`src/hdl/osiris_cfg_pkg.sv`:
```
package osiris_cfg_pkg;

    // --------------------
    // Serial line timing
    // --------------------
    localparam int unsigned CLOCK_FREQ = 10_000_000;   // clk frequency in Hz
    localparam int unsigned BAUD_RATE  = 115_200;
    // Rounded to the nearest clock, 87 at these rates
    localparam int unsigned CLKS_PER_BIT = (CLOCK_FREQ + BAUD_RATE / 2) / BAUD_RATE;
    localparam int unsigned BAUD_CNT_WIDTH = $clog2(CLKS_PER_BIT);
    localparam logic [BAUD_CNT_WIDTH-1:0] BIT_LAST = BAUD_CNT_WIDTH'(CLKS_PER_BIT - 1);
    localparam logic [BAUD_CNT_WIDTH-1:0] BIT_MID  = BAUD_CNT_WIDTH'(CLKS_PER_BIT / 2);

    // --------------------
    // Memory geometry
    // --------------------
    localparam int unsigned INST_MEM_SIZE_KB = 2;
    localparam int unsigned DATA_MEM_SIZE_KB = 2;
    localparam int unsigned WORD_BYTES       = 4;      // 32-bit words
    localparam int unsigned INST_MEM_DEPTH   = (INST_MEM_SIZE_KB * 1024) / WORD_BYTES;
    localparam int unsigned DATA_MEM_DEPTH   = (DATA_MEM_SIZE_KB * 1024) / WORD_BYTES;
    localparam int unsigned INST_ADDR_WIDTH  = $clog2(INST_MEM_DEPTH);
    localparam int unsigned DATA_ADDR_WIDTH  = $clog2(DATA_MEM_DEPTH);

    // --------------------
    // Frame format
    // --------------------
    localparam logic [7:0]  CMD_READ         = 8'h01;  // Answer with 4 data bytes
    localparam logic [7:0]  CMD_WRITE        = 8'hAA;  // Followed by 4 data bytes
    localparam int unsigned FRAME_ADDR_BYTES = 2;      // Word index, MSB first

endpackage

```
`src/hdl/osiris_bus_pkg.sv`:
```
package osiris_bus_pkg;

    typedef logic [7:0]  byte_t;   // One serial byte
    typedef logic [31:0] word_t;   // One memory word

    // Target memory of a frame, sampled with the command byte
    typedef enum logic {
        INST_MEM = 1'b0,
        DATA_MEM = 1'b1
    } mem_sel_t;

    // --------------------
    // Sequencer to bank
    // --------------------
    typedef struct packed {
        mem_sel_t sel;
        logic     we;                                                // 1 = write
        logic [osiris_cfg_pkg::FRAME_ADDR_BYTES*8-1:0] addr;         // Word index from frame
        word_t    wdata;
    } mem_req_t;

    // Bank to sequencer, valid while ack is high
    typedef struct packed {
        word_t rdata;
    } mem_rsp_t;

endpackage

```
`src/hdl/uart_cmd_sequencer.sv`:
```
`timescale 1ns/1ns

module uart_cmd_sequencer (
    input  logic                     clk,
    input  logic                     rst_n_i,
    input  osiris_bus_pkg::byte_t    rx_byte_i,
    input  logic                     rx_valid_i,      // No back-pressure
    input  logic                     select_mem_i,    // 0 = instruction, 1 = data
    input  logic                     start_rx_i,      // Low blocks new frames
    output osiris_bus_pkg::mem_req_t mem_req_o,
    output logic                     mem_req_valid_o,
    input  osiris_bus_pkg::mem_rsp_t mem_rsp_i,
    input  logic                     mem_ack_i,
    output osiris_bus_pkg::byte_t    tx_byte_o,
    output logic                     tx_req_o,
    input  logic                     tx_ack_i
);

    typedef enum logic [2:0] {
        S_IDLE,
        S_ADDR,
        S_DATA,
        S_MEM_REQ,
        S_MEM_REL,
        S_SEND,
        S_SEND_REL
    } seq_state_t;

    seq_state_t                state_q;
    logic [2:0]                byte_cnt_q;   // Bytes taken or sent in this phase
    logic                      we_q;
    osiris_bus_pkg::mem_sel_t  sel_q;
    logic [15:0]               addr_q;
    osiris_bus_pkg::word_t     word_q;       // Write data, then read byte shifter
    logic                      frame_start;

    assign frame_start = rx_valid_i && start_rx_i;

    // --------------------
    // Frame FSM
    // --------------------
    always_ff @(posedge clk or negedge rst_n_i) begin
        if (!rst_n_i) begin
            state_q         <= S_IDLE;
            byte_cnt_q      <= '0;
            mem_req_valid_o <= 1'b0;
            tx_req_o        <= 1'b0;
        end else begin
            case (state_q)
                S_IDLE: begin
                    byte_cnt_q <= '0;
                    if (frame_start && (rx_byte_i == osiris_cfg_pkg::CMD_WRITE ||
                                        rx_byte_i == osiris_cfg_pkg::CMD_READ)) begin
                        state_q <= S_ADDR;   // Unknown commands stay here
                    end
                end
                S_ADDR: begin
                    if (rx_valid_i) begin
                        byte_cnt_q <= byte_cnt_q + 1'b1;
                        if (byte_cnt_q == 3'(osiris_cfg_pkg::FRAME_ADDR_BYTES - 1)) begin
                            byte_cnt_q <= '0;
                            if (we_q) begin
                                state_q <= S_DATA;
                            end else begin
                                mem_req_valid_o <= 1'b1;   // Read needs no data bytes
                                state_q         <= S_MEM_REQ;
                            end
                        end
                    end
                end
                S_DATA: begin
                    if (rx_valid_i) begin
                        byte_cnt_q <= byte_cnt_q + 1'b1;
                        if (byte_cnt_q == 3'(osiris_cfg_pkg::WORD_BYTES - 1)) begin
                            byte_cnt_q      <= '0;
                            mem_req_valid_o <= 1'b1;
                            state_q         <= S_MEM_REQ;
                        end
                    end
                end
                S_MEM_REQ: begin
                    if (mem_ack_i) begin
                        mem_req_valid_o <= 1'b0;
                        state_q         <= S_MEM_REL;
                    end
                end
                S_MEM_REL: begin
                    if (!mem_ack_i) begin     // Bank has released
                        tx_req_o <= !we_q;
                        state_q  <= we_q ? S_IDLE : S_SEND;
                    end
                end
                S_SEND: begin
                    if (tx_ack_i) begin
                        tx_req_o   <= 1'b0;
                        byte_cnt_q <= byte_cnt_q + 1'b1;
                        state_q    <= S_SEND_REL;
                    end
                end
                default: begin
                    if (!tx_ack_i) begin
                        if (byte_cnt_q == 3'(osiris_cfg_pkg::WORD_BYTES)) begin
                            state_q <= S_IDLE;   // Whole word returned
                        end else begin
                            tx_req_o <= 1'b1;    // Next byte already on top
                            state_q  <= S_SEND;
                        end
                    end
                end
            endcase
        end
    end

    // --------------------
    // Frame payload
    // --------------------
    always_ff @(posedge clk) begin
        if (state_q == S_IDLE && frame_start) begin
            we_q  <= (rx_byte_i == osiris_cfg_pkg::CMD_WRITE);
            sel_q <= osiris_bus_pkg::mem_sel_t'(select_mem_i);   // Held for the frame
        end
        if (state_q == S_ADDR && rx_valid_i) begin
            addr_q <= {addr_q[7:0], rx_byte_i};                  // MSB first
        end
        if (state_q == S_DATA && rx_valid_i) begin
            word_q <= {word_q[23:0], rx_byte_i};
        end else if (state_q == S_MEM_REQ && mem_ack_i && !we_q) begin
            word_q <= mem_rsp_i.rdata;                           // Capture read word
        end else if (state_q == S_SEND && tx_ack_i) begin
            word_q <= {word_q[23:0], 8'h00};                     // Next byte to the top
        end
    end

    always_comb begin
        mem_req_o.sel   = sel_q;
        mem_req_o.we    = we_q;
        mem_req_o.addr  = addr_q;
        mem_req_o.wdata = word_q;
    end

    assign tx_byte_o = word_q[31:24];   // Response goes out MSB first

endmodule

```
`config.mk`:
```
export PLATFORM = sky130hd
export DESIGN_NAME = uart_cmd_sequencer
export DESIGN_NICKNAME = d
export VERILOG_FILES = /design/src/hdl/osiris_cfg_pkg.sv /design/src/hdl/osiris_bus_pkg.sv /design/src/hdl/uart_cmd_sequencer.sv
export SDC_FILE = /design/constraint.sdc
export NUM_CORES = 1
export LEC_CHECK = 0
export ABC_AREA = 1
export ABC_CLOCK_PERIOD_IN_PS = 6400
export BUFFER_PORTS_ARGS = -buffer_cell sky130_fd_sc_hd__buf_4
export CELL_PAD_IN_SITES_DETAIL_PLACEMENT = 1
export CELL_PAD_IN_SITES_GLOBAL_PLACEMENT = 1
export CORE_MARGIN = 2
export CORE_UTILIZATION = 41
export DETAILED_ROUTE_END_ITERATION = 6
export GPL_TIMING_DRIVEN = 1
export PLACE_DENSITY_LB_ADDON = 0.08
export REMOVE_ABC_BUFFERS = 1
export SLEW_MARGIN = 25
export SYNTH_ARGS = -nofsm -noshare
export SYNTH_HDL_FRONTEND = slang
export SYNTH_SLANG_ARGS = --single-unit
```
`constraint.sdc`:
```
create_clock -name clk -period 6.4 [get_ports clk]
set_input_delay 1.28 -clock clk [delete_from_list [all_inputs] [get_ports clk]]
set_output_delay 1.28 -clock clk [all_outputs]
set_load 0.05 [all_outputs]
```
== Yosys cells after proc, flatten, opt, wreduce, memory -nomap -nowiden ==
Index checks and enable logic that the tools add are counted.
Cells by class
  add/subtract/negate cells: 1
  equality and inequality tests: 22
  multiplexer cells: 34
  bitwise gates (word level): 1
  reduce and logical (&&, ||, !) cells: 19
Operators by type and width (number)
  $mux W32: 3
  $mux W3: 16
  $ne A2 B2 Y1 const B: 9
  $pmux W3 S6: 1
  $pmux W3 S4: 1
  $mux W1: 11
  $eq A3 B2 Y1 const B: 3
  $eq A3 B3 Y1 const B: 3
  $reduce_and A9 Y1: 1
  $eq A8 B1 Y1 const B: 1
  $eq A8 B8 Y1 const B: 1
  $logic_and A1 B1 Y1: 8
  $ne A7 B1 Y1 const B: 1
  $reduce_and A7 Y1: 1
  $eq A3 B1 Y1 const B: 2
  $ne A3 B1 Y1 const B: 2
  $pmux W1 S3: 2
  $reduce_bool A3 Y1: 2
  $reduce_and A5 Y1: 1
  $reduce_and A4 Y1: 1
  $reduce_bool A4 Y1: 1
  $reduce_or A4 Y1: 1
  $add A3 B1 Y3 const B: 1
  $logic_not A3 Y1: 1
  3 further kinds: 3
Storage, ports and cells
  register bits: 58
  output and inout bits: 60

== Depth between registers and ports, before layout ==
  word-level depth: 5
  depth in mapped cells: 11

== Least setup slack after synthesis ==
Ideal clock, no wire load.
  kind: input -> register
  from: input tx_ack_i
  to: register word_q[0], enable pin
  setup time: 0.431 ns
  arrival time: 2.922 ns
  setup slack: 3.047 ns
  stages: 2
  path buffers: 0
  cells stage by stage: inv_1 > o211ai_1
On the way
  cells in the longest elaborated chain, start to end: 2
RTL lines
  from (decl): line uart_cmd_sequencer.sv:16  | input logic tx_ack_i
  $logic_and A1 B1 Y1: line uart_cmd_sequencer.sv:129  | end else if (state_q == S_SEND && tx_ack_i) begin
  $reduce_bool A3 Y1 (no source line)
  to (signal assigned): line uart_cmd_sequencer.sv:126  | word_q <= {word_q[23:0], rx_byte_i};
  to (signal assigned): line uart_cmd_sequencer.sv:128  | word_q <= mem_rsp_i.rdata;
  to (signal assigned): line uart_cmd_sequencer.sv:130  | word_q <= {word_q[23:0], 8'h00};
  to (decl): line uart_cmd_sequencer.sv:34  | osiris_bus_pkg::word_t word_q;
Every way passes these cells.
A chain may end at the register's enable or synchronous reset.

== Worst setup path in the final report ==
  from: input mem_ack_i
  to: register word_q[7], enable pin
On the way
  cells in the longest elaborated chain, start to end: 3
RTL lines
  from (decl): line uart_cmd_sequencer.sv:13  | input logic mem_ack_i,
  $logic_and A1 B1 Y1 (2 in series): line uart_cmd_sequencer.sv:127  | end else if (state_q == S_MEM_REQ && mem_ack_i && !we_q) begin
  $reduce_bool A3 Y1 (no source line)
Every way passes these cells.

==> metrics.csv <==
stage;metric;value;unit
worst_setup_path;RR Startpoint;state_q[2]$_DFFE_PN0P_;
sta;Setup Viol. Count Final;0;
sta;fmax;393;MHz
sta;Setup TNS;0;ns
yosys;Compound-Gate Fraction of Synth Area;0.0422;
worst_setup_path;Max FO, Critical Path;32;
power;internal power;0.940;mW
yosys;xor and xnor area share after synthesis;0;
hold_path;WHS Endpoint;addr_q[12]$_DFFE_PP_;
worst_setup_path;Worst Path Required;6.39;ns
power;Sw Share;0.435;
finish;layout cells sized above 1;0.445;
worst_setup_path;kind of start point of the critical path;input pin;
grt;Congestion Overflow GR;0;
finish;commonest non-fill, non-tap cells in the layout;108 x buf_4, 50 x edfxtp_1, 38 x nand2_1;
power;Comb pwr share;0.435;
grt;initial antenna violation count;0;
route;remaining design rule violation count;0;
die;Cell Rows;30;
sta;Fin. Hold Viols;0;
grt;Global Route Usage Sum;0.190;
clocking;CTS tree;built;
power;Sw Pwr;0.724;mW
yosys;multiplexer share of the synthesized area;0.120;
worst_setup_path;Worst Path Arrival;2.54;ns
hold_path;worst hold stages;0;
worst_setup_path;RR Endpoint;word_q[7]$_DFFE_PP_;
grt;vias in the first global route;2123;
worst_setup_path;WS Path Type;in -> reg;
clocking;CTS resizes;0;
clocking;Worst-Skew Late Latency;0.34;ns
worst_setup_path;Reg2Reg Setup Slack;4.25;ns
yosys;sequential fraction of the synthesis area;0.598;
sta;skew final;0.00965;ns
placed_design;post-DP HPWL;5.19;mm
grt;largest net degree at the start of global routing;33;
outcome;status;complete, no violations;
die;die width;87.3;um
worst_setup_path;CP endpoint kind;register;
power;VDD IR max;173;uV
yosys;Yosys cell types;24;
yosys;number of synthesized register bits;58;
power;clock share of power;0.207;
sta;max-slew violations;0;
hold_path;Hold Path Class;reg -> reg;
finish;most common cell after layout, fill and taps aside;buf_4;
clocking;hold_buf cts;0;
route;vias;2080;
die;num ports;107;
clocking;Post-CTS Setup Inserts;0;
yosys;Synth area leader;edfxtp_1;
clocking;# clock sinks;58;
power;Flop pwr share;0.358;
finish;area grow syn2layout;34.5;%
yosys;Synth area leaders;edfxtp_1 53%, mux2_4 10%, dfrtp_1 7.0%, nand2_1 5.0%, inv_1 3.7%;
route;starting DRC count in detailed routing;75;
clocking;clock-pin slew on the worst setup and hold paths;0.08;ns
job;Max-Cap Viols;0;
route;drt pass-1 iters;4;
die;Die ar.;7620;um^2
yosys;post-synthesis adder-cell area fraction;0.0220;
yosys;Synth Warn #;0;
yosys;Synth top area share;0.527;
finish;Non-Filler Instances;424;
placed_design;placer's final routability congestion estimate;0.888;
power;Pwr Density;435;nW/um^2
die;core area;6760;um^2
worst_setup_path;slowest stage delay, CP;0.40;ns
route;WL final;6.96;mm
worst_setup_path;cells along the critical path;buf_4, inv_1, nor2_8, nand2_4, o211ai_1, buf_4;
sta;Worst slew margin;0.694;
worst_setup_path;Reg2Reg Depth;6;
clocking;Max clock buf depth;2;
die;Initial Util;0.421;
worst_setup_path;Buf/Inv on CP;3;
yosys;largest family of logic cells by synthesized area;simple AND/OR/NAND/NOR gates;
finish;Diodes inserted;0;
placed_design;placed cells;408;
sta;unrepaired setup endpoints after global routing;false;
finish;Final Net Count;391;
yosys;Synth Area in Simple Gates;0.131;
power;LEAKAGE;1.78;nW
die;die span in y;87.3;um
grt;first-pass GRT wire length;10.9;mm
route;vias per cell;4.91;
clocking;CTS Buf Count;9;
sta;Final min period;2.54;ns
clocking;htree depth;3;
worst_setup_path;cell family with most CP delay;buffers and inverters;
worst_setup_path;CP dominant cell by count;buf_4;
yosys;Cells after Synth;235;
yosys;syn avg cell area;12.1;um^2
yosys;synthesized area;2850;um^2
clocking;clk root buf;clkbuf_8;
worst_setup_path;Slowest cell on crit path;buf_4;
route;Routed WL per cell;16.4;um
sta;Worst-Margin Slew;0.458;ns
placed_design;number of port buffers;106;
hold_path;HP Start;addr_q[4]$_DFFE_PP_;
sta;Final period util;0.397;
route;remaining antenna violation count;0;
## metal layers
metal  wire [um]  global-route usage  vias up
met4         114              0.0797        0
met5           0                   0        -
met3         472              0.0502       11
li1            -                   -     1003
met1        2980               0.252      989
met2        3400               0.296       77
## power by group through the flow
stage	Clock (mW)	Sequential, mW	Combinational, mW
3_3_place_gp	0	0.598	0.712
3_5_place_dp	0	0.602	0.727
6_report	0.345	0.595	0.724
5_1_grt	0.369	0.607	0.778
4_1_cts	0.353	0.595	0.730
2_1_floorplan	0	0.864	0.238
## cell families after synthesis
kind of cell,Yosys count
and+or+nand+nor,81
DFF,58
buffers and inverters,45
muxes,24
adders and majority gates,5
AOI/OAI and AO/OA,22
## registers in the layout, indices dropped and copies added (netlist names)
register,cells
mem_req_valid_o,1
sel_q,1
we_q,1
addr_q,16
state_q,3
byte_cnt_q,3
tx_req_o,1
word_q,32
## metrics by stage
stage	cell area, um^2	hold slack (ns)	utilization	setup slack [ns]	total power [mW]
floorplan	2720	0.518	-	3.05	1.10
global placement	3630	0.441	0.537	3.53	1.31
detailed placement	3630	0.439	0.537	3.48	1.33
CTS	3830	0.460	0.566	3.84	1.68
global route	3830	0.470	0.566	3.72	1.75
finish	3830	0.457	0.566	3.86	1.66
## synthesized netlist by cell type
cell type and instances:
o21ai_0 15, nand3_1 17, dfrtp_1 8, nand3_4 1
o211ai_1 1, nand2_1 38, o22ai_1 1, edfxtp_1 50
mux2_4 19, nor2_8 1, o21a_1 1, inv_1 28
a21oi_1 3, clkinv_4 1, ha_1 5, nor3_1 1
buf_6 5, nand2_4 1, o21ai_2 1, clkinv_1 1
mux2_2 5, nor2_1 19, nand4_1 3, buf_4 10
## cell type report
type	instances	area, um^2
clock inverters	7	77.6
fillers	742	2930
flip-flops and latches	58	1700
inverters	30	118
multi-input cells	132	896
clock buffers	9	124
well taps	80	100
repair buffers	108	811
## worst max-delay path by stage
stage               startpoint                    to  slack (ns)  cells past startpoint
floorplan             tx_ack_i   word_q[0]$_DFFE_PP_        3.05                      2
global placement     mem_ack_i  word_q[25]$_DFFE_PP_        3.53                      6
CTS                  mem_ack_i   word_q[7]$_DFFE_PP_        3.84                      6
detailed placement   mem_ack_i  word_q[26]$_DFFE_PP_        3.48                      6
finish               mem_ack_i   word_q[7]$_DFFE_PP_        3.86                      6
global route         mem_ack_i   word_q[7]$_DFFE_PP_        3.72                      6
Power figures use the tool's default switching activity.
