==> src/hdl/osiris_cfg_pkg.sv <==
package osiris_cfg_pkg;

    // --------------------
    // Serial line timing
    // --------------------
    localparam int unsigned CLOCK_FREQ = 10_000_000;   // clk frequency in Hz
    localparam int unsigned BAUD_RATE  = 115_200;
    // Rounded to the nearest clock, 87 at these rates
    localparam int unsigned CLKS_PER_BIT = (CLOCK_FREQ + BAUD_RATE / 2) / BAUD_RATE;
    localparam int unsigned BAUD_CNT_WIDTH = $clog2(CLKS_PER_BIT);
    localparam logic [BAUD_CNT_WIDTH-1:0] BIT_LAST = BAUD_CNT_WIDTH'(CLKS_PER_BIT - 1);
    localparam logic [BAUD_CNT_WIDTH-1:0] BIT_MID  = BAUD_CNT_WIDTH'(CLKS_PER_BIT / 2);

    // --------------------
    // Memory geometry
    // --------------------
    localparam int unsigned INST_MEM_SIZE_KB = 2;
    localparam int unsigned DATA_MEM_SIZE_KB = 2;
    localparam int unsigned WORD_BYTES       = 4;      // 32-bit words
    localparam int unsigned INST_MEM_DEPTH   = (INST_MEM_SIZE_KB * 1024) / WORD_BYTES;
    localparam int unsigned DATA_MEM_DEPTH   = (DATA_MEM_SIZE_KB * 1024) / WORD_BYTES;
    localparam int unsigned INST_ADDR_WIDTH  = $clog2(INST_MEM_DEPTH);
    localparam int unsigned DATA_ADDR_WIDTH  = $clog2(DATA_MEM_DEPTH);

    // --------------------
    // Frame format
    // --------------------
    localparam logic [7:0]  CMD_READ         = 8'h01;  // Answer with 4 data bytes
    localparam logic [7:0]  CMD_WRITE        = 8'hAA;  // Followed by 4 data bytes
    localparam int unsigned FRAME_ADDR_BYTES = 2;      // Word index, MSB first

endpackage

==> src/hdl/osiris_bus_pkg.sv <==
package osiris_bus_pkg;

    typedef logic [7:0]  byte_t;   // One serial byte
    typedef logic [31:0] word_t;   // One memory word

    // Target memory of a frame, sampled with the command byte
    typedef enum logic {
        INST_MEM = 1'b0,
        DATA_MEM = 1'b1
    } mem_sel_t;

    // --------------------
    // Sequencer to bank
    // --------------------
    typedef struct packed {
        mem_sel_t sel;
        logic     we;                                                // 1 = write
        logic [osiris_cfg_pkg::FRAME_ADDR_BYTES*8-1:0] addr;         // Word index from frame
        word_t    wdata;
    } mem_req_t;

    // Bank to sequencer, valid while ack is high
    typedef struct packed {
        word_t rdata;
    } mem_rsp_t;

endpackage

==> src/hdl/uart_rx.sv <==
`timescale 1ns/1ns

module uart_rx (
    input  logic                  clk,
    input  logic                  rst_n_i,
    input  logic                  rx_i,       // Asynchronous serial line
    output osiris_bus_pkg::byte_t byte_o,
    output logic                  valid_o     // One-cycle pulse per good frame
);

    typedef enum logic [1:0] {
        RX_IDLE,
        RX_START,
        RX_DATA,
        RX_STOP
    } rx_state_t;

    rx_state_t                                 state_q;
    logic                                      rx_meta_q;
    logic                                      rx_sync_q;
    logic [osiris_cfg_pkg::BAUD_CNT_WIDTH-1:0] cnt_q;     // Clocks within the bit
    logic [2:0]                                bit_q;     // Data bit index
    osiris_bus_pkg::byte_t                     shift_q;

    // --------------------
    // Line synchronizer
    // --------------------
    always_ff @(posedge clk or negedge rst_n_i) begin
        if (!rst_n_i) begin
            rx_meta_q <= 1'b1;   // Idle line is high
            rx_sync_q <= 1'b1;
        end else begin
            rx_meta_q <= rx_i;
            rx_sync_q <= rx_meta_q;
        end
    end

    // --------------------
    // Frame FSM
    // --------------------
    always_ff @(posedge clk or negedge rst_n_i) begin
        if (!rst_n_i) begin
            state_q <= RX_IDLE;
            cnt_q   <= '0;
            bit_q   <= '0;
            valid_o <= 1'b0;
        end else begin
            valid_o <= 1'b0;
            cnt_q   <= cnt_q + 1'b1;
            case (state_q)
                RX_IDLE: begin
                    cnt_q <= '0;
                    if (!rx_sync_q) begin
                        state_q <= RX_START;   // Falling edge of a start bit
                    end
                end
                RX_START: begin
                    if (cnt_q == osiris_cfg_pkg::BIT_MID) begin
                        cnt_q   <= '0;
                        bit_q   <= '0;
                        // Glitch shorter than half a bit goes back to idle
                        state_q <= rx_sync_q ? RX_IDLE : RX_DATA;
                    end
                end
                RX_DATA: begin
                    if (cnt_q == osiris_cfg_pkg::BIT_LAST) begin   // Middle of a data bit
                        cnt_q <= '0;
                        bit_q <= bit_q + 1'b1;
                        if (bit_q == 3'd7) begin
                            state_q <= RX_STOP;
                        end
                    end
                end
                default: begin
                    if (cnt_q == osiris_cfg_pkg::BIT_LAST) begin   // Middle of stop bit
                        valid_o <= rx_sync_q;    // Framing error drops the byte
                        state_q <= RX_IDLE;
                    end
                end
            endcase
        end
    end

    // LSB arrives first, shift right
    always_ff @(posedge clk) begin
        if (state_q == RX_DATA && cnt_q == osiris_cfg_pkg::BIT_LAST) begin
            shift_q <= {rx_sync_q, shift_q[7:1]};
        end
    end

    assign byte_o = shift_q;

endmodule

==> config.mk <==
export PLATFORM = sky130hd
export DESIGN_NAME = uart_rx
export DESIGN_NICKNAME = d
export VERILOG_FILES = /design/src/hdl/osiris_cfg_pkg.sv /design/src/hdl/osiris_bus_pkg.sv /design/src/hdl/uart_rx.sv
export SDC_FILE = /design/constraint.sdc
export NUM_CORES = 1
export LEC_CHECK = 0
export BUFFER_PORTS_ARGS = -buffer_cell sky130_fd_sc_hd__buf_4
export CAP_MARGIN = 0
export CORE_MARGIN = 3
export CORE_UTILIZATION = 50
export CTS_BUF_LIST = sky130_fd_sc_hd__clkbuf_8
export DETAILED_ROUTE_END_ITERATION = 16
export GPL_TIMING_DRIVEN = 0
export PLACE_DENSITY_LB_ADDON = 0.2
export SKIP_CTS_REPAIR_TIMING = 1
export SLEW_MARGIN = 10
export SYNTH_ARGS = -nofsm -noshare
export SYNTH_HDL_FRONTEND = slang
export SYNTH_SLANG_ARGS = --single-unit
==> constraint.sdc <==
create_clock -name clk -period 2.5 [get_ports clk]
set_input_delay 0.375 -clock clk [delete_from_list [all_inputs] [get_ports clk]]
set_output_delay 0.375 -clock clk [all_outputs]
set_load 0.1 [all_outputs]
# Yosys cells after proc, flatten, opt, wreduce, memory -nomap -nowiden

Index checks and enable logic that the tools add are counted.

Add/sub/neg operators: 2
Equal/unequal tests: 9
Mux-type cells: 15
Reduce and logical (&&, ||, !) cells: 7

Operators with widths:

| operator            | number |
|---|---|
| $pmux 7 s3          | 1 |
| $mux 7              | 2 |
| $mux 2              | 6 |
| $ne 2x2->1 const B  | 4 |
| $add 7x1->7 const B | 1 |
| $eq 7x6->1 const B  | 1 |
| $eq 7x7->1 const B  | 1 |
| $mux 3              | 2 |
| $pmux 2 s3          | 1 |
| $pmux 3 s2          | 1 |
| $reduce_and 5->1    | 1 |
| $add 3x1->3 const B | 1 |
| $eq 3x3->1 const B  | 1 |
| $reduce_and 3->1    | 1 |
| $reduce_bool 3->1   | 1 |
| $reduce_or 3->1     | 1 |
| $eq 2x1->1 const B  | 1 |
| $eq 2x2->1 const B  | 1 |
| $logic_not 2->1     | 1 |
| $mux 1              | 2 |
| $reduce_bool 2->1   | 1 |
| $logic_and 1x1->1   | 1 |

Register bits after elaboration: 23

# Depth between registers and ports, before layout

Gate-level depths: netlist (run 1).

Depth after elaboration: 4
Mapped depth: 5

# Worst setup path before layout (run 1)

No wires, ideal clock.

Path kind: flip-flop to flip-flop
From: register cnt_q[0] (netlist bit)
To: register shift_q[0], in the netlist byte_o[0] (enable)
Setup time: 0.385 ns
Arrival: 1.480 ns
Slack: 0.635 ns
Stages on the path, launching flop included: 5
Cell sequence: dfrtp_1 inv_1 ha_1 nand4b_1 nor4_2

Longest elaborated chain between the ends: 2

Ends and longest elaborated chain:

| element                | RTL line      | text |
|---|---|---|
| from (decl)            | uart_rx.sv:21 | `logic [osiris_cfg_pkg::BAUD_CNT_WIDTH-1:0] cnt_q;` |
| from (signal assigned) | uart_rx.sv:49 | `cnt_q <= cnt_q + 1'b1;` |
| $eq 7x7->1             | uart_rx.sv:86 | `if (state_q == RX_DATA && cnt_q == osiris_cfg_pkg::BIT_LAST) begin` |
| $logic_and 1x1->1      | uart_rx.sv:86 |  |
| to (signal assigned)   | uart_rx.sv:87 | `shift_q <= {rx_sync_q, shift_q[7:1]};` |
| to (decl)              | uart_rx.sv:23 | `osiris_bus_pkg::byte_t shift_q;` |

No other way between the ends.
A chain may end at the register's enable or synchronous reset.

# Worst setup path in the final report (run 1)

From: register cnt_q[0] (netlist bit)
To: register shift_q[5], in the netlist byte_o[5] (enable)

Same word-level chain as after synthesis.

==> metrics.csv, run 1 <==
metric,value,unit
status,"finished, final reports clean",
Vias/cell,5.85,
Synth Cell Area,1010,sq um
Initial Util,0.557,
Final Hold Vio Count,0,
r2r setup slk,0.56,ns
worst hold slack,0.215,ns
syn avg cell area,13.0,sq um
"Setup violations, final",0,
Sink Count,23,
grt ovf,0,
clk buf depth,2,
Buffers on Ports,11,
hold endpoint,rx_meta_q,
die height,51.0,um
RSZ-0062 raised after global routing,false,
"leading cell type in the layout, fill and taps excluded",dfrtp_1,
post-place instance area,1130,sq um
PwrDens,574,nW/um^2
largest net degree at the start of global routing,16,
reg-to-reg startpoint,cnt_q[0],
worst slew pin tran,0.699,ns
DRT iter0 DRCs,20,
Peak VDD IR,0.393,mV
DRC viols,0,
die width,51.0,um
gr usage total,0.157,
Synth Net Count,85,
WHS Path Cells,1,
H-tree depth,1,
startpoint types,flop,
LEAKAGE,0.000491,uW
synth top area cells,"dfrtp_1, edfxtp_1, dfstp_2",
Max Cap Viol,0,
first-pass GRT wire length,2990,um
Yosys top cell by area,dfrtp_1,
TritonCTS clock tree,built,
router iterations before antenna repair,4,
Critical Path AT,1.83,ns
top cell type's share of synthesized area,0.321,
Pins Over Slew Limit,0,
Yosys reg bits,23,
share of layout cells above drive strength 1,0.223,
# nets final,102,
Tcrit/Tclk final,0.775,
post-route design area,1190,sq um
drt total wl,1870,um
post-route ant nets,0,
vias,696,
"Clk Latency, worst-skew pair",0.26,ns
core area,1820,sq um
Yosys cell types,30,
Fill cells,138,
post-synthesis sequential area ratio,0.610,
Row Count,15,
Top-Level Pins,12,
Clock Skew,0.00399,ns
reg2reg path depth,4,
data required time of the worst path,2.40,ns
area grow syn2layout,17.5,%
CP Max Fanout,11,
"CTS clk-pin slew, worst paths",0.08,ns
RD Place Congestion,0.792,
r2r endpoint,byte_o[5],
vias in the first global route,609,
dpl hpwl,1310,um
min Tclk post-route,1.94,ns
critical path endpoint category,flop,
worst hold path class,in -> reg,
Setup Crit Path Kind,reg -> reg,
drt wl/cell,15.7,um
antenna violations before repair,0,
Slew headroom,0.531,
synthesized instance count,78,
utilization after layout,0.654,
total negative slack,0,ns
antenna cells,0,
fmax,516,MHz
synth warn,0,
root buffer cell,clkbuf_8,
"leading cell types in the layout, fill and taps excluded","dfrtp_1, buf_4, a21oi_1, edfxtp_1, inv_1",
Die ar.,2600,sq um
CTS Buf Count,3,
hold path startpoint,rx_i,
[where the power goes]
group	leakage, uW	internal, uW	total, uW	switching, uW
sequential	0.000266	400	417	16.6
clock	0.0000269	109	223	114
combinational	0.000198	18.2	43.2	24.9
total	0.000491	528	683	155
[critical path: stages, from the launching register on]
cell	delay, ns
dfrtp_1	0.42
inv_1	0.07
ha_1	0.16
nand4b_1	0.24
nor4_4	0.67
[cells in the mapped netlist]
cell type and number:
dfrtp_1 13, a21oi_1 8, edfxtp_1 8, inv_1 6, ha_1 4, nand3_1 4
a221oi_1 3, nand2_1 3, o21ai_0 3, a22oi_1 2, dfstp_2 2, o21ai_1 2
or3_1 2, xor2_1 2, a21o_1 1, and4_1 1, and4b_2 1, nand4b_1 1
nor2_1 1, nor3b_1 1, nor4_2 1, o21ai_4 1, o221ai_1 1, o311ai_1 1
o31ai_1 1, o41ai_2 1, or2b_1 1, or4_1 1, or4b_4 1, xnor2_1 1
[cell type report]
type | instances | area (sq um) | area share
Timing Repair Buffer | 12 | 92.6 | 0.0777
Inverter | 6 | 22.5 | 0.0189
Clock inverter | 1 | 3.75 | 0.00315
Tap cell | 25 | 31.3 | 0.0263
Sequential cell | 23 | 618 | 0.519
Clock buffer | 3 | 41.3 | 0.0347
Multi-Input combinational cell | 49 | 382 | 0.320
[cell families after synthesis]
kind of cell,synth area share
AOI/OAI and AO/OA,0.169
and+or+nand+nor,0.123
adders and majority gates,0.0494
DFF,0.610
xor gates and xnor gates,0.0259
buffers and inverters,0.0222
[through the flow]
stage / instances / total power, uW / setup slack, ns
6_report: 119 / 683 / 0.563
5_1_grt: 119 / 713 / 0.347
4_1_cts: 118 / 689 / 0.194
3_5_place_dp: 114 / 466 / 0.212
3_3_place_gp: 114 / 463 / 0.293
2_1_floorplan: 78 / 448 / 0.635
[worst max path at each step]
stage / startpoint / end / slack, ns / depth (start not counted)
final: cnt_q[0] / byte_o[5] / 0.56 / 4
after global routing: cnt_q[0] / bit_q[2] / 0.35 / 5
after CTS: cnt_q[0] / bit_q[2] / 0.19 / 5
after detailed placement: cnt_q[0] / bit_q[2] / 0.21 / 5
after global placement: cnt_q[0] / bit_q[1] / 0.29 / 5
after floorplan: cnt_q[0] / byte_o[0] / 0.64 / 4
[flip-flops by register name (all words and copies together) (netlist names)]
name and flops:
byte_o 8, cnt_q 7, bit_q 3, state_q 2, rx_meta_q 1, rx_sync_q 1, valid_o 1
[layer usage]
| metal | routed length, um | global-route usage | vias to the layer above |
|---|---|---|---|
| met4 | 22 | 0.0807 | 0 |
| met2 | 915 | 0.221 | 17 |
| met1 | 873 | 0.229 | 342 |
| li1 | - | - | 333 |
| met3 | 63 | 0.0292 | 4 |
| met5 | 0 | 0 | - |
Note: power is estimated with default switching activity, not from simulation.
==> run 2, diff against run 1 <==
==> constraint.sdc (replaced) <==
create_clock -name clk -period 2 [get_ports clk]
set_input_delay 0.3 -clock clk [delete_from_list [all_inputs] [get_ports clk]]
set_output_delay 0.3 -clock clk [all_outputs]
set_load 0.1 [all_outputs]
==> run 2 against run 1 <==
Clock power grew 25%. Via count unchanged. Cell area is 1.7% higher. Critical path type unchanged.
==> metrics.csv, run 2 (same netlist as run 1, synthesis figures left out) <==
metric,value,unit,change
status,"finished, final reports clean",,unchanged
clk buf depth,2,,unchanged
Initial Util,0.557,,unchanged
grt ovf,0,,unchanged
CP top delay family,simple AND/OR/NAND/NOR gates,,unchanged
Pwr Total,855,uW,was 683 uW
DRT iter0 DRCs,17,,was 20
Critical Path AT,1.82,ns,was 1.83 ns
"Clk Latency, worst-skew pair",0.26,ns,about the same
area of the multi-input gates,382,sq um,unchanged
largest net degree at the start of global routing,16,,unchanged
Crit path buffers/inverters,1,,unchanged
Vias/cell,5.80,,was 5.85
gr usage total,0.157,,unchanged
min Tclk post-route,1.67,ns,was 1.94 ns
critical path's slowest cell,or4_1,,was nor4_4
TritonCTS clock tree,built,,unchanged
startpoint types,flop,,unchanged
Peak VDD IR,0.492,mV,was 0.393 mV
Sink Count,23,,unchanged
Tcrit/Tclk final,0.833,,was 0.775
Row Count,15,,unchanged
"Setup violations, final",0,,unchanged
Top-Level Pins,12,,unchanged
die width,51.0,um,unchanged
max reg flops,8,,unchanged
"leading cell types in the layout, fill and taps excluded","dfrtp_1, buf_4, a21oi_1, edfxtp_1, inv_1",,unchanged
fmax,600,MHz,was 516 MHz
drt total wl,1890,um,was 1870 um
RSZ-0062 raised after global routing,false,,unchanged
register cell area after layout,618,sq um,unchanged
RD Place Congestion,0.792,,unchanged
Max Cap Viol,0,,unchanged
share of layout cells above drive strength 1,0.232,,was 0.223
root buffer cell,clkbuf_8,,unchanged
core area,1820,sq um,unchanged
vias in the first global route,609,,unchanged
antenna violations before repair,0,,unchanged
first-pass GRT wire length,2990,um,unchanged
Fill cells,136,,was 138
Setup Crit Path Kind,reg -> reg,,unchanged
"Critical Path, Cell by Cell",inv_1 -> ha_1 -> nand4b_1 -> or4_1 -> o311ai_1,,was inv_1 -> ha_1 -> nand4b_1 -> nor4_4
DRC viols,0,,unchanged
Clock Skew,0.00368,ns,was 0.00399 ns
Pins Over Slew Limit,0,,unchanged
dpl hpwl,1310,um,unchanged
Final Hold Vio Count,0,,unchanged
worst hold path class,in -> reg,,unchanged
PwrDens,706,nW/um^2,was 574 nW/um^2
worst slew pin tran,0.423,ns,was 0.699 ns
CP Max Fanout,5,,was 11
router iterations before antenna repair,4,,unchanged
die height,51.0,um,unchanged
drt wl/cell,15.8,um,was 15.7 um
max incr delay on CP,0.56,ns,was 0.67 ns
Die ar.,2600,sq um,unchanged
data required time of the worst path,2.15,ns,was 2.40 ns
# nets final,103,,was 102
Buffers on Ports,11,,unchanged
area grow syn2layout,19.5,%,was 17.5%
Slew headroom,0.717,,was 0.531
critical path endpoint category,flop,,unchanged
H-tree depth,1,,unchanged
CTS Buf Count,3,,unchanged
vias,696,,unchanged
post-route ant nets,0,,unchanged
LEAKAGE,0.000499,uW,was 0.000491 uW
"leading cell type in the layout, fill and taps excluded",dfrtp_1,,unchanged
utilization after layout,0.665,,was 0.654
"CTS clk-pin slew, worst paths",0.08,ns,about the same
antenna cells,0,,unchanged
-- run 2: cell types whose count changed in the layout (fill, tap and decap cells not counted) --
cell,change
buf_12,+1
-- run 2: final cells by class --
class | count | area share
Sequential cell | 23 | 0.510
Multi-Input combinational cell | 49 | 0.315
Timing Repair Buffer | 13 | 0.0930
Clock buffer | 3 | 0.0341
Tap cell | 25 | 0.0258
Inverter | 6 | 0.0186
Clock inverter | 1 | 0.00310
-- run 2: layer usage --
| metal | track usage | share of wire | vias to the layer above |
|---|---|---|---|
| met3 | 0.0292 | 0.030 | 4 |
| li1 | - | - | 333 |
| met2 | 0.221 | 0.48 | 11 |
| met1 | 0.229 | 0.48 | 348 |
| met4 | 0.0807 | 0.012 | 0 |
| met5 | 0 | 0 | - |
-- run 2: per-stage QoR --
step                      worst slack, ns  instance area, sq um  cells  TNS [ns]  hold slack, ns
after floorplan                     0.135                  1010     78         0         0.00441
after detailed placement           -0.288                  1130    114     -2.85           0.163
after CTS                          -0.306                  1170    118     -3.02          -0.123
after global routing                0.214                  1210    120         0           0.132
after global placement             -0.207                  1130    114     -2.09           0.163
final                               0.335                  1210    120         0           0.140
-- run 2: power breakdown --
| part | switching (uW) | internal (uW) |
|---|---|---|
| combinational | 31.4 | 22.8 |
| clock | 142 | 137 |
| sequential | 21.1 | 500 |
-- run 2: worst paths after layout --
kind / depth (start not counted) / slack (ns) / to / start
min in group asynchronous: 2 / 0.43 / state_q[1] / rst_n_i
min: 1 / 0.14 / rx_meta_q / rx_i
min reg2reg: 0 / 0.36 / rx_sync_q / rx_meta_q
max reg2reg: 5 / 0.33 / state_q[0] / cnt_q[0]
max: 5 / 0.33 / state_q[0] / cnt_q[0]
max in group asynchronous: 2 / 1.33 / rx_sync_q / rst_n_i
