<file path="config.mk">
export PLATFORM = sky130hd
export DESIGN_NAME = uart_tx
export DESIGN_NICKNAME = d
export VERILOG_FILES = /design/src/hdl/osiris_cfg_pkg.sv /design/src/hdl/osiris_bus_pkg.sv /design/src/hdl/uart_tx.sv
export SDC_FILE = /design/constraint.sdc
export NUM_CORES = 1
export LEC_CHECK = 0
export BUFFER_PORTS_ARGS = -buffer_cell sky130_fd_sc_hd__buf_2
export CELL_PAD_IN_SITES_DETAIL_PLACEMENT = 1
export CELL_PAD_IN_SITES_GLOBAL_PLACEMENT = 2
export CORE_MARGIN = 2
export CORE_UTILIZATION = 37
export CTS_CLUSTER_DIAMETER = 40
export CTS_CLUSTER_SIZE = 30
export DETAILED_ROUTE_END_ITERATION = 10
export PLACE_DENSITY_LB_ADDON = 0.25
export SETUP_SLACK_MARGIN = 0.4
export SLEW_MARGIN = 40
export SYNTH_ARGS = -nofsm -noshare
export SYNTH_HDL_FRONTEND = slang
export SYNTH_SLANG_ARGS = --single-unit
</file>
<file path="constraint.sdc">
create_clock -name clk -period 2.17 [get_ports clk]
set_input_delay 0.434 -clock clk [delete_from_list [all_inputs] [get_ports clk]]
set_output_delay 0.434 -clock clk [all_outputs]
set_load 0.05 [all_outputs]
</file>
<file path="src/hdl/osiris_cfg_pkg.sv">
package osiris_cfg_pkg;

    // --------------------
    // Serial line timing
    // --------------------
    localparam int unsigned CLOCK_FREQ = 10_000_000;   // clk frequency in Hz
    localparam int unsigned BAUD_RATE  = 115_200;
    // Rounded to the nearest clock, 87 at these rates
    localparam int unsigned CLKS_PER_BIT = (CLOCK_FREQ + BAUD_RATE / 2) / BAUD_RATE;
    localparam int unsigned BAUD_CNT_WIDTH = $clog2(CLKS_PER_BIT);
    localparam logic [BAUD_CNT_WIDTH-1:0] BIT_LAST = BAUD_CNT_WIDTH'(CLKS_PER_BIT - 1);
    localparam logic [BAUD_CNT_WIDTH-1:0] BIT_MID  = BAUD_CNT_WIDTH'(CLKS_PER_BIT / 2);

    // --------------------
    // Memory geometry
    // --------------------
    localparam int unsigned INST_MEM_SIZE_KB = 2;
    localparam int unsigned DATA_MEM_SIZE_KB = 2;
    localparam int unsigned WORD_BYTES       = 4;      // 32-bit words
    localparam int unsigned INST_MEM_DEPTH   = (INST_MEM_SIZE_KB * 1024) / WORD_BYTES;
    localparam int unsigned DATA_MEM_DEPTH   = (DATA_MEM_SIZE_KB * 1024) / WORD_BYTES;
    localparam int unsigned INST_ADDR_WIDTH  = $clog2(INST_MEM_DEPTH);
    localparam int unsigned DATA_ADDR_WIDTH  = $clog2(DATA_MEM_DEPTH);

    // --------------------
    // Frame format
    // --------------------
    localparam logic [7:0]  CMD_READ         = 8'h01;  // Answer with 4 data bytes
    localparam logic [7:0]  CMD_WRITE        = 8'hAA;  // Followed by 4 data bytes
    localparam int unsigned FRAME_ADDR_BYTES = 2;      // Word index, MSB first

endpackage

</file>
<file path="src/hdl/osiris_bus_pkg.sv">
package osiris_bus_pkg;

    typedef logic [7:0]  byte_t;   // One serial byte
    typedef logic [31:0] word_t;   // One memory word

    // Target memory of a frame, sampled with the command byte
    typedef enum logic {
        INST_MEM = 1'b0,
        DATA_MEM = 1'b1
    } mem_sel_t;

    // --------------------
    // Sequencer to bank
    // --------------------
    typedef struct packed {
        mem_sel_t sel;
        logic     we;                                                // 1 = write
        logic [osiris_cfg_pkg::FRAME_ADDR_BYTES*8-1:0] addr;         // Word index from frame
        word_t    wdata;
    } mem_req_t;

    // Bank to sequencer, valid while ack is high
    typedef struct packed {
        word_t rdata;
    } mem_rsp_t;

endpackage

</file>
<file path="src/hdl/uart_tx.sv">
`timescale 1ns/1ns

module uart_tx (
    input  logic                  clk,
    input  logic                  rst_n_i,
    input  logic                  req_i,     // Four-phase request
    input  osiris_bus_pkg::byte_t byte_i,    // Stable while req is high
    output logic                  ack_o,     // High after the stop bit until req falls
    output logic                  tx_o
);

    typedef enum logic [1:0] {
        TX_IDLE,
        TX_SEND,
        TX_DONE
    } tx_state_t;

    tx_state_t                                 state_q;
    logic [9:0]                                frame_q;   // Stop, data, start; bit 0 on the line
    logic [osiris_cfg_pkg::BAUD_CNT_WIDTH-1:0] cnt_q;
    logic [3:0]                                bit_q;     // 0 start, 1..8 data, 9 stop

    always_ff @(posedge clk or negedge rst_n_i) begin
        if (!rst_n_i) begin
            state_q <= TX_IDLE;
            frame_q <= '1;        // Line idles high
            cnt_q   <= '0;
            bit_q   <= '0;
            ack_o   <= 1'b0;
        end else begin
            case (state_q)
                TX_IDLE: begin
                    if (req_i) begin
                        frame_q <= {1'b1, byte_i, 1'b0};   // Start bit goes out next cycle
                        cnt_q   <= '0;
                        bit_q   <= '0;
                        state_q <= TX_SEND;
                    end
                end
                TX_SEND: begin
                    cnt_q <= cnt_q + 1'b1;
                    if (cnt_q == osiris_cfg_pkg::BIT_LAST) begin
                        cnt_q   <= '0;
                        bit_q   <= bit_q + 1'b1;
                        frame_q <= {1'b1, frame_q[9:1]};   // Ones fill in behind
                        if (bit_q == 4'd9) begin
                            ack_o   <= 1'b1;                // Whole frame is out
                            state_q <= TX_DONE;
                        end
                    end
                end
                default: begin
                    if (!req_i) begin
                        ack_o   <= 1'b0;
                        state_q <= TX_IDLE;
                    end
                end
            endcase
        end
    end

    assign tx_o = frame_q[0];

endmodule

</file>
# After elaboration in Yosys (flattened, before gate mapping)
# Index checks and enable logic that the tools add are counted.
# totals
register_bits	24
latchBits	0
mem_bits_rw	0
rom_bits	0
word_cells	40
memories	0
# classes
n_addsub	2
multipliers	0
n_div	0
magnitude_cmp	0
n_eq_ne	8
n_shift	0
mux	18
bitwise	1
reduce_logical	6
# op_table
cell	count
10-bit 2-to-1 mux	2
10-bit one-hot mux with 2 select lines	1
7-bit 2-to-1 mux	2
7-bit one-hot mux with 2 select lines	1
2-bit 2-to-1 mux	4
4-bit 2-to-1 mux	2
4-bit one-hot mux with 2 select lines	1
4-bit AND reduction	2
7-bit by 1-bit adder with 7-bit output, second input constant	1
7-bit equality test, second input constant	1
2-bit != test, second input constant	3
4-bit by 1-bit adder with 4-bit output, second input constant	1
4-bit equality test, second input constant	1
2-bit one-hot mux with 2 select lines	1
1-bit 2-to-1 mux	3
3-bit by 1-bit != test with 1-bit output, second input constant	1
3-bit AND reduction	1
2-bit by 1-bit equality test with 1-bit output, second input constant	1
2-bit zero test	1
2-bit by 1-bit != test with 1-bit output, second input constant	1
1-bit one-hot mux with 2 select lines	1
2-bit AND reduction	1
2-bit nonzero test	1
1-bit NOT	1

# Longest topological paths before layout
# Gate-level depths: netlist of run 1.
# depth
ltp_word	4
mapped_depth	6
depth_no_buf	5

# Worst setup path after synthesis of run 1
# No wires, ideal clock.
# synth_timing
path_type	register -> register
start	reg cnt_q[0] in the netlist's numbering
end	reg bit_q[2]
setup_ps	139
t_arrival_ps	1369
t_required_ps	2031
slack_ps	662
path_stages_with_launch	7
path_buffers	1
period_less_slack_ps	1508
cell_sequence	dfrtp_1 > inv_1 > ha_1 > nand4b_4 > buf_2 > o311ai_0 > o31ai_1
# synth_via
elab_chain_cells	3
# synth_lines
item	line	text
from (decl)	uart_tx.sv:20	logic [osiris_cfg_pkg::BAUD_CNT_WIDTH-1:0] cnt_q;
from (signal assigned)	uart_tx.sv:41	cnt_q <= cnt_q + 1'b1;
7-bit equality test	uart_tx.sv:42	if (cnt_q == osiris_cfg_pkg::BIT_LAST) begin
2-bit != test (no line)	--	
3-bit AND reduction (no line)	--	
to (signal assigned)	uart_tx.sv:44	bit_q <= bit_q + 1'b1;
to (decl)	uart_tx.sv:21	logic [3:0] bit_q;
# No other way between the ends.
# A chain may end at the register's enable or synchronous reset.

# Worst setup path after layout of run 1
# layout_timing
start	reg cnt_q[0] in the netlist's numbering
end	reg bit_q[0]
# The elaborated chain is that of the path after synthesis.

==> run metrics, run 1 <==
Max VDD drop=0.549 mV; Gate Count Post-Synth=116; sequential share of the synthesized area=47.3%; Lkg Pwr=about 0.00057 uW; Synth area leader=dfrtp_1; crit start category=flop; DP Wirelength=1930 um; DRT antenna net count=0; Fin Clk Skew=0.00636 ns; Die X=61.9 um; height of the die=61.9 um; top cells by count, synth=14 x dfrtp_1, 11 x nand2_1, 9 x dfstp_2, 9 x o21ai_0; setup total negative slack=0 ns; Main synth FF type=dfrtp_1; root buffer selected by CTS=clkbuf_4; TritonCTS clock tree=built; post-synthesis cell type count=37; clock latency at the later pin of the worst-skew pair=0.31 ns; # port buffers=12; Synth top area share=between 20% and 30%; drt pass-1 iters=4; ant diodes=0; Placer Congestion=0.700; Bufs and invs on worst path=2; largest delay contributor family on the critical path=flip-flops; vias=940; Cell Area, Synth=0.00124 mm2; total CTS buffers=3; Synthesized Nets=131; first-pass GRT wire length=4510 um; clock-pin slew on the worst setup and hold paths=0.13 ns; Core ar.=around 0.0033 mm2; top post-synthesis cells by area=dfrtp_1 28%, dfstp_2 19%, o32a_1 4.8%; Std-Cell Rows=21; FMAX=620 MHz; total track usage=16.4%; die area=0.00383 mm2; Synth async-reset ratio=100%; Worst Max-Slew Pin Slew=0.586 ns; MaxCap Viol Count=0; crit share post-route=74.3%; clock sinks=23; Yosys warning total=0; Post-synth EDFFs=0; starting density of the core=37.8%; CP Cell Sequence=inv_1, ha_1, nand4b_4, buf_4, o21ai_2, mux2i_1; required time worst endpoint=2.36 ns; critical path class=reg -> reg; Worst path depth=6; initial antenna violation count=0; layout cells sized above 1=28.8%; syn avg cell area=~11 um2; Remaining DRCs=0; RSZ-0062 raised after global routing=no; clk buf depth=2; Slew Limit Fails=0; # IOs=13; minimum clock period=roughly 1.6 ns; Crit-path slowest cell=dfrtp_1; Final #Nets=148; Initial DRC Count=27; Rel. slew slack=60.9%; Post-Route WL=2770 um; Yosys reg bits=23; worst min-delay path class=in -> async; status=completed; crit-path max FO=10; Worst Path Arrival=about 1.8 ns; Syn-to-layout area delta=12.6%; Min Hold Slack=around 0.08 ns; fin util=42.5%; CP Capture Type=flop; final hold violations=0; Overflow after GRT=0; setup violators final=0; WL per Instance=~16 um; R2R cell count=6; Cell Pwr Density=1060 mW/mm2; largest net degree at the start of global routing=24; H-tree levels=1; Crit path largest cell delay=roughly 0.42 ns; vias per cell=5.28; vias in the first global route=958; top-count cell post-synth=dfrtp_1
==> sequential cells by signal (all words and copies together), names as in the netlist <==
signal   cells
frame_q      9
ack_o        1
bit_q        4
cnt_q        7
state_q      2
==> power by group <==
part | internal [uW] | leakage [uW] | switching [uW] | total, uW
logic | 239 | 0.000279 | 245 | 484
clock network | 68.8 | 0.0000177 | 130 | 199
registers | 636 | 0.000274 | 167 | 803
total | 944 | 0.000571 | 543 | 1490
==> cell type report <==
type	instances	area [um2]
Fill cell	368	1890
Multi-Input combinational cell	81	592
Sequential cell	23	588
Timing Repair Buffer	19	113
Tap cell	46	57.6
Clock buffer	3	22.5
Inverter	5	18.8
Clock inverter	1	5.00
==> placed cells by master (no fill, tap or decap), types with 2 or more instances in the layout <==
cell type	synthesis	routed
o211ai_1	3	3
buf_4	0	7
dfrtp_1	14	13
inv_1	5	5
o21a_1	6	6
dfstp_2	9	9
o32a_1	6	6
o31ai_1	4	4
buf_2	4	12
nand3_1	5	5
o21ai_0	9	9
and3_1	2	2
clkbuf_4	0	3
nand2_1	11	11
a21oi_1	2	2
ha_1	4	4
mux2i_1	3	3
nor2_1	5	5
o311ai_0	3	3
==> path summary, 6_finish.rpt <==
path	slack [ns]	start	end
max	0.56	cnt_q[0]	bit_q[0]
min	0.08	rst_n_i	bit_q[2]
max in group asynchronous	1.71	rst_n_i	state_q[0]
min in group clk	0.33	byte_i[7]	frame_q[8]
min reg2reg	0.50	frame_q[1]	frame_q[1]
max reg2reg	0.56	cnt_q[0]	bit_q[0]
==> per-stage QoR <==
step / power, uW / instance area [um2] / worst slack [ns] / cells
detailed placement: 1250 / 1310 / 0.407 / 167
finish: 1490 / 1400 / 0.558 / 178
CTS: 1460 / 1340 / 0.410 / 171
floorplan: 1130 / 1240 / 0.662 / 116
global placement: 1230 / 1310 / 0.466 / 167
global route: 1610 / 1400 / 0.407 / 178
==> cell families (layout without fill, tap and decap cells) <==
family                     count (synthesis)  count (layout)  share of synthesized area (%)
AOI/OAI and AO/OA                         40              40                           23.6
and+or+nand+nor                           34              34                           17.4
DFF                                       23              23                           47.3
buffers and inverters                     12              28                           5.25
adders and majority gates                  4               4                           4.04
muxes                                      3               3                           2.42
==> layer usage <==
layer | GRT usage (%) | share of wire (%) | up-vias
li1 | - | - | 470
met1 | 21.5 | 47 | 457
met2 | 28.1 | 50 | 11
met3 | 1.86 | 2.1 | 2
met4 | 5.47 | 0.54 | 0
met5 | 0 | 0 | -
==> what timing repair did <==
| item | CTS | global route |
|---|---|---|
| pin swaps | 0 | 1 |
| hold buffers | 0 | 0 |
| setup endpoints to repair | 1 | 16 |
| hold endpoints to repair | 0 | 0 |
| resized for setup | 1 | 2 |
| buffers inserted | 0 | 7 |
(Power assumes the default switching activity.)
==> inputs of run 2 (changes only) <==
CORE_UTILIZATION = 33   (was 37)
clock period = 1.4 ns   (was 2.17 ns; I/O delays follow)
==> run metrics, run 2 (synthesized netlist as in run 1, its figures left out) <==
status=complete, but fails checks; failing checks=hold timing, setup timing; Cell Pwr Density=1630 mW/mm2; max reg flops=9; biggest regs=frame_q: 9 flops, cnt_q: 7 flops, bit_q: 4 flops; critical path class=reg -> reg; die area=0.00426 mm2; worst slack at placement=-0.158 ns; Fill cells=424; Crit path largest cell delay=0.46 ns; vias per cell=5.26; setup violators final=10; clock sinks=23; Placer Congestion=0.755; largest register by flop count=frame_q; largest net degree at the start of global routing=24; Worst Max-Slew Pin Slew=a little over 0.5 ns; ant diodes=0; Core ar.=0.00363 mm2; vias in the first global route=1087; H-tree levels=1; worst min-delay path class=in -> async; final hold violations=14; Rel. slew slack=65.5%; CP Cell Sequence=inv_1, ha_2, nand4b_4, or4_4, a21oi_1; total CTS buffers=3; vias=around 1000; CP Capture Type=flop; commonest cells after routing, fill and taps aside=18 x buf_4, 14 x dfrtp_1, 10 x nand2_1, 10 x buf_2, 9 x dfstp_2; FMAX=681 MHz; DRT antenna net count=0; Final #Nets=between 150 and 200; # IOs=13; root buffer selected by CTS=clkbuf_8; Reg-to-Reg Start=cnt_q[0]; MaxCap Viol Count=0; Fin Clk Skew=0.00331 ns; TritonCTS clock tree=built; post-route setup slack=-0.0686 ns; crit share post-route=105%; worst reg2reg endpoint=bit_q[3]; Initial DRC Count=27; Lkg Pwr=0.000679 uW; R2R cell count=5; Std-Cell Rows=22; starting density of the core=34.1%; r2r setup slk=-0.07 ns; Slew Limit Fails=0; clock-pin slew on the worst setup and hold paths=about 0.08 ns; crit-path max FO=7; # port buffers=12; Remaining DRCs=0; first-pass GRT wire length=5280 um; clock latency at the later pin of the worst-skew pair=between 0.2 and 0.3 ns; DP Wirelength=~2300 um; WL per Instance=approximately 16 um; Final Power=2690 uW; height of the die=roughly 65 um; Crit-path slowest cell=or4_4; drt pass-1 iters=4; total track usage=16.2%; layout cells sized above 1=47.9%; crit start category=flop; Die X=65.3 um; Worst Path Arrival=around 1.7 ns; Overflow after GRT=0; Syn-to-layout area delta=32.6%; required time worst endpoint=around 1.6 ns; Worst setup endpoint=bit_q[3]; Min Hold Slack=-0.0178 ns; minimum clock period=1.47 ns; clk buf depth=2; Max VDD drop=0.692 mV; # hold bufs at CTS=0; Critical path origin=cnt_q[0]; initial antenna violation count=0; RSZ-0062 raised after global routing=yes; commonest non-fill, non-tap cell in the layout=buf_4; Post-Route WL=3120 um
-- run 2: changes by cell type in the layout (fill, tap and decap cells not counted), sizes merged --
cell / before / now
buf: 19 / 33
-- run 2: timing repair --
action / 4_1_cts / 5_1_grt
gates resized for setup: 25 / 9
setup buffers: 1 / 1
setup endpoints to repair: 25 / 25
pin swaps: 11 / 1
-- run 2: where the power goes --
part / total [uW] / switching [uW] / internal [uW]
clock network: 411 / 213 / 198
logic: 1090 / 544 / 551
registers: 1180 / 193 / 988
total: 2690 / 949 / 1740
-- run 2: worst min-delay path by stage --
| stage | endpoint | from |
|---|---|---|
| 6_report | cnt_q[4] | rst_n_i |
| 5_1_grt | cnt_q[4] | rst_n_i |
| 3_3_place_gp | cnt_q[4] | rst_n_i |
| 2_1_floorplan | ack_o | rst_n_i |
| 4_1_cts | state_q[0] | rst_n_i |
| 3_5_place_dp | cnt_q[4] | rst_n_i |
-- run 2: metrics by stage --
step           cells  setup TNS [ns]  area (um2)  utilization [%]
5_1_grt          194           -1.34        1640             45.2
4_1_cts          193          -0.185        1610             44.3
6_report         194          -0.367        1640             45.2
3_3_place_gp     188          -0.188        1460             40.3
2_1_floorplan    116         -0.0834        1260                -
3_5_place_dp     188          -0.801        1460             40.3
-- run 2: cell type report --
class                           count  area (um2)  area share [%]
Multi-Input combinational cell     81         687            41.8
Sequential cell                    23         587            35.7
Timing Repair Buffer               33         245            14.9
Tap cell                           48        60.1            3.65
Clock buffer                        3        41.3            2.51
Inverter                            5        18.8            1.14
Clock inverter                      1        5.00           0.304
-- run 2: critical path, delay by kind of cell (launching register included) --
family | cells | cell delay (ns)
adders and majority gates | 1 | 0.18
and+or+nand+nor | 2 | 0.63
AOI/OAI and AO/OA | 1 | 0.13
buffers and inverters | 1 | 0.07
DFF | 1 | 0.39
-- run 2: metal layers --
metal / part of all wire (%) / GRT usage [%]
met4: 0.93 / 3.91
met1: 48 / 21.5
met5: 0 / 0
met2: 49 / 27.4
met3: 2.8 / 2.74
==> inputs of run 3 (changes only) <==
CORE_UTILIZATION = 37   (was 33)
clock period = 1.45 ns   (was 1.4 ns; I/O delays follow)
==> run metrics, run 3 (synthesized netlist as in run 1, its figures left out) <==
initial antenna violation count=0; height of the die=61.9 um; crit-path max FO=7; Lkg Pwr=0.000700 uW; commonest non-fill, non-tap cell in the layout=buf_4; WL per Instance=16.4 um; DRT antenna net count=0; Std-Cell Rows=21; Core ar.=0.00328 mm2; drt pass-1 iters=4; vias per cell=5.41; Final #Nets=167; failing checks=setup timing; Worst Path Arrival=~1.8 ns; post-route setup slack=-0.0602 ns; Placer Congestion=0.779; Die X=around 62 um; ant diodes=0; total CTS buffers=3; top sig layer=met4; final hold violations=0; M1 WL=1380 um; minimum clock period=1.51 ns; starting density of the core=around 38%; DP Wirelength=2180 um; Fill cells=around 380; worst slack at placement=-0.152 ns; Post-Route WL=3230 um; clock sinks=23; commonest cells after routing, fill and taps aside=19 x buf_4, 14 x dfrtp_1, 10 x nand2_1, 10 x buf_2, 9 x dfstp_2; crit share post-route=104%; layout cells sized above 1=49.0%; clock latency at the later pin of the worst-skew pair=between 0.3 and 0.4 ns; Slew Limit Fails=0; crit start category=flop; CP Capture Type=flop; Fin Clk Skew=0.0120 ns; MaxCap Viol Count=0; Cell Pwr Density=1540 mW/mm2; Worst Max-Slew Pin Slew=0.541 ns; total track usage=a little under a fifth; met2 routed WL=1730 um; # port buffers=12; required time worst endpoint=1.72 ns; TritonCTS clock tree=built; vias=1065; H-tree levels=1; RSZ-0062 raised after global routing=yes; fin cells=just under 200; worst min-delay path class=in -> reg; setup violators final=8; largest register by flop count=frame_q; Syn-to-layout area delta=35.5%; placed insts=186; Overflow after GRT=0; vias in the first global route=about 1100; clock-pin slew on the worst setup and hold paths=~0.14 ns; clk buf depth=2; Rel. slew slack=63.9%; Max VDD drop=0.585 mV; die area=0.00383 mm2; first-pass GRT wire length=5210 um; biggest regs=frame_q: 9 flops, cnt_q: 7 flops, bit_q: 4 flops; max reg flops=9; Initial DRC Count=41; Remaining DRCs=0; largest net degree at the start of global routing=24; critical path class=reg -> reg; status=complete, but fails checks; Met3 Wirelength=55 um; root buffer selected by CTS=clkbuf_4; # IOs=13; FMAX=around 660 MHz
run 3: changes by cell type in the layout (fill, tap and decap cells not counted), moves of 3 or more:
cell and change:
buf_6 +3, clkbuf_4 +3, clkbuf_8 -3, o21ai_2 +3, o31ai_2 -3
run 3: stage by stage:
step | hold WS (ns) | cell area, um2 | utilization [%] | power [uW] | setup TNS (ns)
after detailed placement | 0.307 | 1460 | 44.5 | 2070 | -0.804
after global routing | 0.174 | 1680 | 51.2 | 2790 | -1.36
after floorplan | -0.00559 | 1260 | - | 1710 | 0
after global placement | 0.300 | 1460 | 44.5 | 2030 | -0.351
final | 0.185 | 1680 | 51.2 | 2590 | -0.302
after CTS | 0.181 | 1610 | 49.0 | 2550 | -0.0633
run 3: path summary, 6_finish.rpt:
kind | cells after the start | start | endpoint | slack (ns)
setup / recovery | 6 | cnt_q[0] | frame_q[3] | -0.06
hold / removal | 3 | byte_i[0] | frame_q[1] | 0.18
setup reg to reg | 6 | cnt_q[0] | frame_q[3] | -0.06
hold reg to reg | 2 | frame_q[1] | frame_q[0] | 0.50
max in group asynchronous | 2 | rst_n_i | frame_q[2] | 0.61
min in group asynchronous | 2 | rst_n_i | cnt_q[4] | 0.46
run 3: layer usage:
metal | global-route usage (%) | vias to the layer above
met5 | 0 | -
met1 | 23.8 | 539
met4 | 6.38 | 0
met3 | 1.86 | 6
li1 | - | 509
met2 | 32.9 | 11
run 3: critical path, stage by stage, from the launching register on:
cell	delay [ns]
dfrtp_1	0.40
inv_1	0.06
ha_2	0.19
nand4b_4	0.17
o21ai_1	0.30
buf_4	0.21
o21a_1	0.13
run 3: final cells by class:
cell class	instances	area [um2]	share of cell area, %
Multi-Input combinational cell	81	693	41.3
Sequential cell	23	587	34.9
Timing Repair Buffer	38	297	17.6
Tap cell	46	57.6	3.43
Clock buffer	3	22.5	1.34
Inverter	5	18.8	1.12
Clock inverter	1	5.00	0.298
run 3: timing repair:
action,CTS,global route
hold buffers,1,0
setup buffers,2,4
pin swaps,17,3
resized for setup,31,9
endpoints found under the setup margin,25,25
hold endpoints to repair,14,0
run 3: power by group:
group / leakage (uW) / switching, uW / total [uW] / internal, uW
clock network: 0.0000177 / 216 / 320 / 104
logic: 0.000408 / 557 / 1140 / 579
registers: 0.000275 / 180 / 1130 / 952
total: 0.000700 / 954 / 2590 / 1630
